`src/design/axi_mon_consts.svh`:
```
`ifndef AXI_MON_CONSTS_SVH
`define AXI_MON_CONSTS_SVH

////////////////////
// Counter widths
////////////////////

// Burst counters and the read beat counter
`define AXI_MON_LGDEPTH 10

// Write beats owed, wide enough to hold a full 256 beat burst
`define AXI_MON_BEAT_W 9

// AxLEN field, burst length minus one
`define AXI_MON_LEN_W 8

////////////////////
// Stall timing
////////////////////

// Stall timers and their limits
`define AXI_MON_STALL_W 8

// Limits loaded at reset, a zero limit turns its stall class off
`define AXI_MON_REQ_LIMIT_RST 16
`define AXI_MON_RSP_LIMIT_RST 16

`endif

```
`src/design/axi_mon_pkg.sv`:
```
`default_nettype none

`include "axi_mon_consts.svh"

package axi_mon_pkg;

	// Widths that carry a meaning on the bus or in the counters
	typedef logic [`AXI_MON_LEN_W-1:0]   axlen_t;
	typedef logic [`AXI_MON_LGDEPTH-1:0] burst_cnt_t;
	typedef logic [`AXI_MON_BEAT_W-1:0]  beat_cnt_t;
	typedef logic [`AXI_MON_STALL_W-1:0] stall_cnt_t;
	typedef logic [1:0]                  resp_t;

	// Address request, AR uses the very same layout
	typedef struct packed {
		logic   valid;
		logic   ready;
		axlen_t len;
	} aw_chan_t;

	typedef aw_chan_t ar_chan_t;

	// Write data, only the framing bit is watched
	typedef struct packed {
		logic valid;
		logic ready;
		logic last;
	} w_chan_t;

	// Write response
	typedef struct packed {
		logic  valid;
		logic  ready;
		resp_t resp;
	} b_chan_t;

	// Read data and response
	typedef struct packed {
		logic  valid;
		logic  ready;
		logic  last;
		resp_t resp;
	} r_chan_t;

	// One flag per violation, same layout for every source
	typedef struct packed {
		logic w_no_addr;
		logic w_last;
		logic aw_overlap;
		logic b_unexp;
		logic r_unexp;
		logic r_last;
		logic aw_stall;
		logic w_stall;
		logic ar_stall;
		logic b_stall;
		logic r_stall;
		logic overflow;
	} mon_err_t;

endpackage

`default_nettype wire

```
`src/design/axi_mon_regs.sv`:
```
`default_nettype none

`include "axi_mon_consts.svh"

module axi_mon_regs
	import axi_mon_pkg::*;
(
	input  wire             i_clk,
	input  wire             i_axi_reset_n,
	input  wire             i_cfg_we,
	input  wire             i_cfg_rsp,
	input  wire stall_cnt_t i_cfg_limit,
	input  wire             i_err_clr,
	input  wire mon_err_t   i_wr_viol,
	input  wire mon_err_t   i_rd_viol,
	input  wire mon_err_t   i_stall_viol,
	input  wire             i_wr_sat,
	input  wire             i_rd_sat,
	output stall_cnt_t      o_req_limit,
	output stall_cnt_t      o_rsp_limit,
	output mon_err_t        o_err
);

	stall_cnt_t req_limit;
	stall_cnt_t rsp_limit;
	mon_err_t   err;
	mon_err_t   new_viol;

	////////////////////
	// Stall limits
	////////////////////

	// Plain strobe write, i_cfg_rsp picks the response limit
	always_ff @(posedge i_clk)
	begin
		if (!i_axi_reset_n)
		begin
			req_limit <= stall_cnt_t'(`AXI_MON_REQ_LIMIT_RST);
			rsp_limit <= stall_cnt_t'(`AXI_MON_RSP_LIMIT_RST);
		end
		else if (i_cfg_we)
		begin
			if (i_cfg_rsp)
				rsp_limit <= i_cfg_limit;
			else
				req_limit <= i_cfg_limit;
		end
	end

	////////////////////
	// Sticky errors
	////////////////////

	// Each source only sets its own bits, so a plain OR merges them
	always_comb
	begin
		new_viol = i_wr_viol | i_rd_viol | i_stall_viol;
		// Either counter hitting its ceiling
		new_viol.overflow = new_viol.overflow | i_wr_sat | i_rd_sat;
	end

	// Clear goes first, so a violation in the clear cycle still sticks
	always_ff @(posedge i_clk)
	begin
		if (!i_axi_reset_n)
			err <= '0;
		else if (i_err_clr)
			err <= new_viol;
		else
			err <= err | new_viol;
	end

	assign o_req_limit = req_limit;
	assign o_rsp_limit = rsp_limit;
	assign o_err       = err;

	// Flags always start clean once reset is released
	a_err_clean_after_reset : assert property (@(posedge i_clk)
		!i_axi_reset_n |=> (o_err == '0));

endmodule

`default_nettype wire

```
`src/design/axi_mon_wr_track.sv`:
```
`default_nettype none

`include "axi_mon_consts.svh"

module axi_mon_wr_track
	import axi_mon_pkg::*;
(
	input  wire           i_clk,
	input  wire           i_axi_reset_n,
	input  wire aw_chan_t i_aw,
	input  wire w_chan_t  i_w,
	input  wire b_chan_t  i_b,
	output beat_cnt_t     o_wr_pending,
	output burst_cnt_t    o_awr_nbursts,
	output mon_err_t      o_viol,
	output logic          o_sat
);

	logic       aw_hs;
	logic       w_hs;
	logic       b_hs;
	logic       beat_owed;
	logic       last_owed;
	logic       burst_full;
	beat_cnt_t  wr_pending;
	burst_cnt_t awr_nbursts;

	// Handshakes, valid and ready in the same cycle
	assign aw_hs = i_aw.valid && i_aw.ready;
	assign w_hs  = i_w.valid && i_w.ready;
	assign b_hs  = i_b.valid && i_b.ready;

	assign beat_owed = (wr_pending != '0);

	// Beat landing now closes a burst, the open one or a fresh one from this AW
	assign last_owed = beat_owed ? (wr_pending == beat_cnt_t'(1)) : (i_aw.len == '0);

	////////////////////
	// Beat accounting
	////////////////////

	always_ff @(posedge i_clk)
	begin
		if (!i_axi_reset_n)
			wr_pending <= '0;
		else if (aw_hs)
		begin
			// A beat with nothing owed belongs to the new burst
			if (w_hs && !beat_owed)
				wr_pending <= beat_cnt_t'(i_aw.len);
			else
				wr_pending <= beat_cnt_t'(i_aw.len) + 1'b1;
		end
		else if (w_hs && beat_owed)
			wr_pending <= wr_pending - 1'b1;
	end

	////////////////////
	// Burst accounting
	////////////////////

	assign burst_full = (awr_nbursts == '1);

	// Bursts waiting on B, AW and B together leave it unchanged
	always_ff @(posedge i_clk)
	begin
		if (!i_axi_reset_n)
			awr_nbursts <= '0;
		else if (aw_hs && !b_hs)
		begin
			if (!burst_full)
				awr_nbursts <= awr_nbursts + 1'b1;
		end
		else if (b_hs && !aw_hs && (awr_nbursts != '0))
			awr_nbursts <= awr_nbursts - 1'b1;
	end

	// Counter pinned at its ceiling while another AW arrives
	assign o_sat = aw_hs && !b_hs && burst_full;

	// Write side flags only, everything else stays zero
	always_comb
	begin
		o_viol = '0;
		// Data with no address ahead of it
		o_viol.w_no_addr  = w_hs && !beat_owed && !aw_hs;
		// WLAST early or missing, checked only when a beat is owed
		o_viol.w_last     = w_hs && (beat_owed || aw_hs) && (i_w.last != last_owed);
		// New address before the current burst is nearly done
		o_viol.aw_overlap = aw_hs && (wr_pending > beat_cnt_t'(1));
		o_viol.b_unexp    = i_b.valid && (awr_nbursts == '0);
	end

	assign o_wr_pending  = wr_pending;
	assign o_awr_nbursts = awr_nbursts;

	// A single burst never owes more than 256 beats
	a_pending_max : assert property (@(posedge i_clk) disable iff (!i_axi_reset_n)
		wr_pending <= beat_cnt_t'(1 << `AXI_MON_LEN_W));

endmodule

`default_nettype wire

```
`src/design/axi_mon_rd_track.sv`:
```
`default_nettype none

`include "axi_mon_consts.svh"

module axi_mon_rd_track
	import axi_mon_pkg::*;
(
	input  wire           i_clk,
	input  wire           i_axi_reset_n,
	input  wire ar_chan_t i_ar,
	input  wire r_chan_t  i_r,
	output burst_cnt_t    o_rd_nbursts,
	output burst_cnt_t    o_rd_outstanding,
	output mon_err_t      o_viol,
	output logic          o_sat
);

	logic                      ar_hs;
	logic                      r_hs;
	logic                      out_sat;
	logic                      nb_sat;
	logic [`AXI_MON_LGDEPTH:0] out_sum;
	logic [`AXI_MON_LGDEPTH:0] nb_sum;
	burst_cnt_t                out_next;
	burst_cnt_t                nb_next;
	burst_cnt_t                rd_nbursts;
	burst_cnt_t                rd_outstanding;

	assign ar_hs = i_ar.valid && i_ar.ready;
	assign r_hs  = i_r.valid && i_r.ready;

	////////////////////
	// Next counts
	////////////////////

	// One spare bit on each sum catches the carry out
	always_comb
	begin
		out_sum = {1'b0, rd_outstanding};
		if (ar_hs)
			out_sum = out_sum + i_ar.len + 1'b1;
		if (r_hs && (out_sum != '0))
			out_sum = out_sum - 1'b1;
		out_sat  = out_sum[`AXI_MON_LGDEPTH];
		out_next = out_sat ? '1 : out_sum[`AXI_MON_LGDEPTH-1:0];

		// Bursts close on RLAST only
		nb_sum = {1'b0, rd_nbursts};
		if (ar_hs)
			nb_sum = nb_sum + 1'b1;
		if (r_hs && i_r.last && (nb_sum != '0))
			nb_sum = nb_sum - 1'b1;
		nb_sat  = nb_sum[`AXI_MON_LGDEPTH];
		nb_next = nb_sat ? '1 : nb_sum[`AXI_MON_LGDEPTH-1:0];

		// Missing RLASTs would leave bursts with no beats, resync here
		if (nb_next > out_next)
			nb_next = out_next;
	end

	always_ff @(posedge i_clk)
	begin
		if (!i_axi_reset_n)
		begin
			rd_outstanding <= '0;
			rd_nbursts     <= '0;
		end
		else
		begin
			rd_outstanding <= out_next;
			rd_nbursts     <= nb_next;
		end
	end

	assign o_sat = out_sat || nb_sat;

	// Read side flags only
	always_comb
	begin
		o_viol = '0;
		// Data with nothing requested
		o_viol.r_unexp = i_r.valid && (rd_outstanding == '0);
		// Final beat without RLAST, or RLAST once every burst has closed
		o_viol.r_last  = r_hs && (rd_outstanding != '0)
			&& (((rd_outstanding == burst_cnt_t'(1)) && !i_r.last)
			|| (i_r.last && (rd_nbursts == '0)));
	end

	assign o_rd_nbursts     = rd_nbursts;
	assign o_rd_outstanding = rd_outstanding;

	// Every open burst still has at least one beat to come
	a_burst_le_beat : assert property (@(posedge i_clk) disable iff (!i_axi_reset_n)
		rd_nbursts <= rd_outstanding);

endmodule

`default_nettype wire

```
`src/design/axi_mon_stall.sv`:
```
`default_nettype none

module axi_mon_stall
	import axi_mon_pkg::*;
(
	input  wire             i_clk,
	input  wire             i_axi_reset_n,
	input  wire aw_chan_t   i_aw,
	input  wire w_chan_t    i_w,
	input  wire b_chan_t    i_b,
	input  wire ar_chan_t   i_ar,
	input  wire r_chan_t    i_r,
	input  wire beat_cnt_t  i_wr_pending,
	input  wire burst_cnt_t i_rd_nbursts,
	input  wire stall_cnt_t i_req_limit,
	input  wire stall_cnt_t i_rsp_limit,
	output mon_err_t        o_viol
);

	// Timer slots, request channels first
	localparam int N_TMR = 5;
	localparam int T_AW  = 0;
	localparam int T_W   = 1;
	localparam int T_AR  = 2;
	localparam int T_B   = 3;
	localparam int T_R   = 4;

	logic [N_TMR-1:0] stalled;
	logic [N_TMR-1:0] hit;
	logic             b_blocked;
	stall_cnt_t       timer [N_TMR];
	stall_cnt_t       limit [N_TMR];

	// Back-pressure on B excuses the write request channels
	assign b_blocked = i_b.valid && !i_b.ready;

	////////////////////
	// Stall conditions
	////////////////////

	always_comb
	begin
		// Only counts while the slave is free to take a new address
		stalled[T_AW] = i_aw.valid && !i_aw.ready && (i_wr_pending == '0) && !b_blocked;
		stalled[T_W]  = i_w.valid && !i_w.ready && (i_wr_pending != '0) && !b_blocked;
		// Pending read data can hold off the next address
		stalled[T_AR] = i_ar.valid && !i_ar.ready && !i_r.valid && (i_rd_nbursts == '0);
		stalled[T_B]  = i_b.valid && !i_b.ready;
		stalled[T_R]  = i_r.valid && !i_r.ready;
	end

	// Stalled cycle number limit, a zero limit never fires
	always_comb
	begin
		for (int i = 0; i < N_TMR; i++)
		begin
			limit[i] = (i < T_B) ? i_req_limit : i_rsp_limit;
			hit[i]   = stalled[i] && (limit[i] != '0) && (timer[i] == limit[i] - 1'b1);
		end
	end

	////////////////////
	// Timers
	////////////////////

	// Count consecutive stalled cycles, hold at the top
	always_ff @(posedge i_clk)
	begin
		for (int i = 0; i < N_TMR; i++)
		begin
			if (!i_axi_reset_n || !stalled[i])
				timer[i] <= '0;
			else if (timer[i] != '1)
				timer[i] <= timer[i] + 1'b1;
		end
	end

	always_comb
	begin
		o_viol = '0;
		o_viol.aw_stall = hit[T_AW];
		o_viol.w_stall  = hit[T_W];
		o_viol.ar_stall = hit[T_AR];
		o_viol.b_stall  = hit[T_B];
		o_viol.r_stall  = hit[T_R];
	end

endmodule

`default_nettype wire

```
`src/design/axi_mon_top.sv`:
```
`default_nettype none

module axi_mon_top
	import axi_mon_pkg::*;
(
	input  wire             i_clk,
	input  wire             i_axi_reset_n,
	input  wire aw_chan_t   i_aw,
	input  wire w_chan_t    i_w,
	input  wire b_chan_t    i_b,
	input  wire ar_chan_t   i_ar,
	input  wire r_chan_t    i_r,
	input  wire             i_cfg_we,
	input  wire             i_cfg_rsp,
	input  wire stall_cnt_t i_cfg_limit,
	input  wire             i_err_clr,
	output beat_cnt_t       o_wr_pending,
	output burst_cnt_t      o_awr_nbursts,
	output burst_cnt_t      o_rd_nbursts,
	output burst_cnt_t      o_rd_outstanding,
	output mon_err_t        o_err
);

	// Counters also feed the stall exemptions
	beat_cnt_t  wr_pending;
	burst_cnt_t rd_nbursts;
	mon_err_t   wr_viol;
	mon_err_t   rd_viol;
	mon_err_t   stall_viol;
	logic       wr_sat;
	logic       rd_sat;
	stall_cnt_t req_limit;
	stall_cnt_t rsp_limit;

	////////////////////
	// Trackers
	////////////////////

	axi_mon_wr_track u_wr_track (
		.i_clk         (i_clk),
		.i_axi_reset_n (i_axi_reset_n),
		.i_aw          (i_aw),
		.i_w           (i_w),
		.i_b           (i_b),
		.o_wr_pending  (wr_pending),
		.o_awr_nbursts (o_awr_nbursts),
		.o_viol        (wr_viol),
		.o_sat         (wr_sat)
	);

	axi_mon_rd_track u_rd_track (
		.i_clk            (i_clk),
		.i_axi_reset_n    (i_axi_reset_n),
		.i_ar             (i_ar),
		.i_r              (i_r),
		.o_rd_nbursts     (rd_nbursts),
		.o_rd_outstanding (o_rd_outstanding),
		.o_viol           (rd_viol),
		.o_sat            (rd_sat)
	);

	// Stall timers against the configured limits
	axi_mon_stall u_stall (
		.i_clk         (i_clk),
		.i_axi_reset_n (i_axi_reset_n),
		.i_aw          (i_aw),
		.i_w           (i_w),
		.i_b           (i_b),
		.i_ar          (i_ar),
		.i_r           (i_r),
		.i_wr_pending  (wr_pending),
		.i_rd_nbursts  (rd_nbursts),
		.i_req_limit   (req_limit),
		.i_rsp_limit   (rsp_limit),
		.o_viol        (stall_viol)
	);

	// Limits and the sticky flags
	axi_mon_regs u_regs (
		.i_clk         (i_clk),
		.i_axi_reset_n (i_axi_reset_n),
		.i_cfg_we      (i_cfg_we),
		.i_cfg_rsp     (i_cfg_rsp),
		.i_cfg_limit   (i_cfg_limit),
		.i_err_clr     (i_err_clr),
		.i_wr_viol     (wr_viol),
		.i_rd_viol     (rd_viol),
		.i_stall_viol  (stall_viol),
		.i_wr_sat      (wr_sat),
		.i_rd_sat      (rd_sat),
		.o_req_limit   (req_limit),
		.o_rsp_limit   (rsp_limit),
		.o_err         (o_err)
	);

	assign o_wr_pending = wr_pending;
	assign o_rd_nbursts = rd_nbursts;

endmodule

`default_nettype wire

```
`config.mk`:
```
export PLATFORM = sky130hd
export DESIGN_NAME = axi_mon_top
export DESIGN_NICKNAME = d
export VERILOG_FILES = /design/src/design/axi_mon_pkg.sv /design/src/design/axi_mon_regs.sv /design/src/design/axi_mon_wr_track.sv /design/src/design/axi_mon_rd_track.sv /design/src/design/axi_mon_stall.sv /design/src/design/axi_mon_top.sv
export VERILOG_INCLUDE_DIRS = /design/src /design/src/design
export SDC_FILE = /design/constraint.sdc
export NUM_CORES = 1
export LEC_CHECK = 0
export ABC_AREA = 1
export BUFFER_PORTS_ARGS = -buffer_cell sky130_fd_sc_hd__buf_2
export CORE_ASPECT_RATIO = 1.5
export CORE_MARGIN = 2
export CORE_UTILIZATION = 55
export DETAILED_ROUTE_END_ITERATION = 12
export PLACE_DENSITY = 0.79
export SYNTH_ARGS = -nofsm -noshare
export SYNTH_HDL_FRONTEND = slang
export SYNTH_HIERARCHICAL = 1
export SYNTH_SLANG_ARGS = --single-unit
```
`constraint.sdc`:
```
create_clock -name i_clk -period 4.5 [get_ports i_clk]
set_clock_uncertainty 0.2 [all_clocks]
set_input_delay 0.45 -clock i_clk [delete_from_list [all_inputs] [get_ports i_clk]]
set_output_delay 0.45 -clock i_clk [all_outputs]
set_load 0.01 [all_outputs]
```
==> results.cfg <==
[grt]
antenna_found_initial = 0
grt_pass1_wl_um = 39880
overflow = 0
grt_pass1_vias = 8964
grt_use_total = 0.2567
grt_max_degree = 60

[clock_network]
clk_path_buf_depth = 2
cts_tree = built
numCtsBuffers = 9
clkTransAtPathRegs_ns = 0.07
insertion_delay_ns = 0.36
clock-sinks = 107
ctsRootBufferMaster = clkbuf_16
h-tree-depth = 3
ctsHoldBuffers = 0

[synthesis]
netlist.area_leader.share = 0.1770
synth.area.top_cells = nand2_1 (18%), dfxtp_1 (14%), edfxtp_1 (12%)
yosys.cell_count.top_type = nand2_1
async_flop_share = 0
yosysUniqueCellTypes = 53
yosys-top-cells-count = nand2_1 (456), nor2_1 (236), inv_1 (215)
synth_seq_cells = 107
synth-edff-count = 40
synth_top_area_cell = nand2_1
synth_seq_area_share = 0.2629
postSynthCellCount = 1545
synth_warnings = 6
synth_top_flop_cell = dfxtp_1
syn_area_um2 = 9672
syn_area_per_cell_um2 = 6.260

[drt]
via_per_inst = 5.208
drt.antenna.violating_nets = 0
vias = 9655
top_layer = met4
drt_wl_total_um = 24130
drc_errors = 0
met3_wirelength_um = 1031
wl_met1_um = 9577
route.met2.wl_um = 12620
drt-initial-drc-count = 546
wl_per_cell_um = 13.02
first_pass_iters = 7

[layout]
num-fill-cells = 1664
final_nets = 1726
drive_gt1_frac = 0.1328
syn2layout_area_growth_pct = 9.405
n_antenna_cell = 0

[power]
ir_drop_mv = 0.2501
leakage_nw = 5.555
p_per_area_nw_per_um2 = 351.3
power.total_w = 0.003717

[critical_path]
ff2ff_path_depth = 27
start_kind = flip-flop
startpoint = u_rd_track/o_rd_outstanding[0]
worstPathRequired_ns = 4.61
worstSetupPathType = reg2reg
rr_startpoint = u_rd_track/o_rd_outstanding[0]
arrival_ns = 4.37
cp-end-kind = flip-flop
worstPathMaxFanout = 9

[timing]
slew_headroom = 0.5801
timing.final.max_slew_violations = 0
max_freq_mhz = 235.0
period_share = 0.9455
setup_viol = 0
fin_crit_ns = 4.255
fin_tns_setup_ns = 0
tightest_slew_ns = 0.6299
hold_violations = 0

[floorplan]
die_x_um = 112.3
die_y_um = 166.4
core_area_um2 = 17270
rows = 59
initial_utilization = 0.5599
die_area_um2 = 18680
io_pins = 96

[hold_path]
min_path_cells = 3
hp-start = i_cfg_limit[1]
worstHoldPathType = in2reg

[placement]
portBuffers = 91
gp_congestion = 0.9085
hpwl_um = 19080

[run_status]
status = finished clean

[flow_run]
drv_cap = 0
## metal layers
layer | vias to the layer above | track usage
met1 | 4325 | 0.2754
met4 | 0 | 0.1151
met2 | 274 | 0.4874
met5 | - | 0
li1 | 5000 | -
met3 | 56 | 0.03857
## critical path, cell delays in order, from the launching register on
cell      delay [ns]
dfxtp_1         0.31
inv_2           0.09
ha_2            0.18
inv_2           0.05
fa_1            0.44
o21ai_2         0.18
ha_2            0.20
inv_1           0.05
nor2_2          0.14
nand3_1         0.11
nor2_1          0.10
nand2_1         0.10
nor2_4          0.15
nand2_4         0.10
buf_4           0.16
nand3_1         0.07
nand2_1         0.07
nor2_1          0.14
ha_1            0.26
nand2_1         0.10
nor2_1          0.05
a211oi_1        0.19
o211ai_1        0.12
nand2_1         0.11
clkinv_1        0.25
nand4_1         0.19
nand2_1         0.07
inv_1           0.05
## final cells by class
class                      instances  area (um^2)  area share
clock buffer                      11        232.7     0.02199
inverter                         234        878.3     0.08301
multi-input combinational       1177         6037      0.5705
tap                              213        266.5     0.02519
clock inverter                     5        45.04    0.004257
sequential                       107         2542      0.2403
timing repair buffer             107        579.3     0.05475
## cell usage in the layout (no fill, tap or decap), types with 3 or more instances in the layout
master and instances:
inv_1 213, clkbuf_16 9, nand2_1 456, xor2_1 30, nand4_1 36, nand3b_1 20, ha_1 40, conb_1 25
inv_2 19, nand3_2 3, buf_2 91, nor2_2 17, nor2_4 7, nor3_2 7, nor3b_1 4, a21oi_2 5
o21ai_2 6, xnor2_1 9, nand3_1 155, nand2_4 6, o21ai_0 21, edfxtp_1 40, a21oi_1 29, xnor3_1 3
nand2_2 11, dfxtp_1 67, nor3_1 18, o21ai_1 3, buf_4 15, nor2_1 235
## flip-flops by register name, indices dropped and copies added, names as in the netlist
register / count
u_stall/timer: 40
u_regs/o_err: 12
u_rd_track/o_rd_nbursts: 10
u_rd_track/o_rd_outstanding: 10
u_wr_track/o_awr_nbursts: 10
u_wr_track/o_wr_pending: 9
u_regs/o_req_limit: 8
u_regs/o_rsp_limit: 8
## path summary, 6_finish.rpt
| path | to | slack, ns |
|---|---|---|
| min reg2reg | u_regs/o_req_limit[7] | 0.29 |
| max reg2reg | u_rd_track/o_rd_nbursts[9] | 0.25 |
| max | u_rd_track/o_rd_nbursts[9] | 0.25 |
| min | u_regs/o_rsp_limit[1] | 0.16 |
## per-stage QoR
step             util  hold slack (ns)  instances  area [um^2]  worst slack (ns)
6_report       0.6126           0.1592       1854        10580            0.2450
5_1_grt        0.6126           0.1528       1854        10580         -0.009665
4_1_cts        0.6085           0.1489       1851        10510            0.1460
3_5_place_dp   0.5924           0.2793       1835        10230           0.02473
3_3_place_gp   0.5924           0.2675       1835        10230            0.1250
2_1_floorplan       -           0.2550       1567         9754            0.4416
## where the power goes
group	total (W)	switching [W]	internal [W]
clock network	0.000756	0.000372	0.000384
registers	0.00122	0.000141	0.00108
logic	0.00174	0.00108	0.000653
total	0.00372	0.00160	0.00212
## cells by family after synthesis
| family | Yosys count | share of synthesized area |
|---|---|---|
| compound gates | 76 | 0.05007 |
| flops | 107 | 0.2629 |
| other cells | 3 | 0.001164 |
| simple gates | 988 | 0.4561 |
| xor+xnor | 43 | 0.04398 |
| buf+inv | 283 | 0.1260 |
| fa+ha+maj | 45 | 0.05977 |
## timing repair
action	CTS	global route
endpoints found under the setup margin	0	10
gates resized for setup	0	12
setup buffers	0	3
No activity file was read; power rests on OpenSTA's default activity.
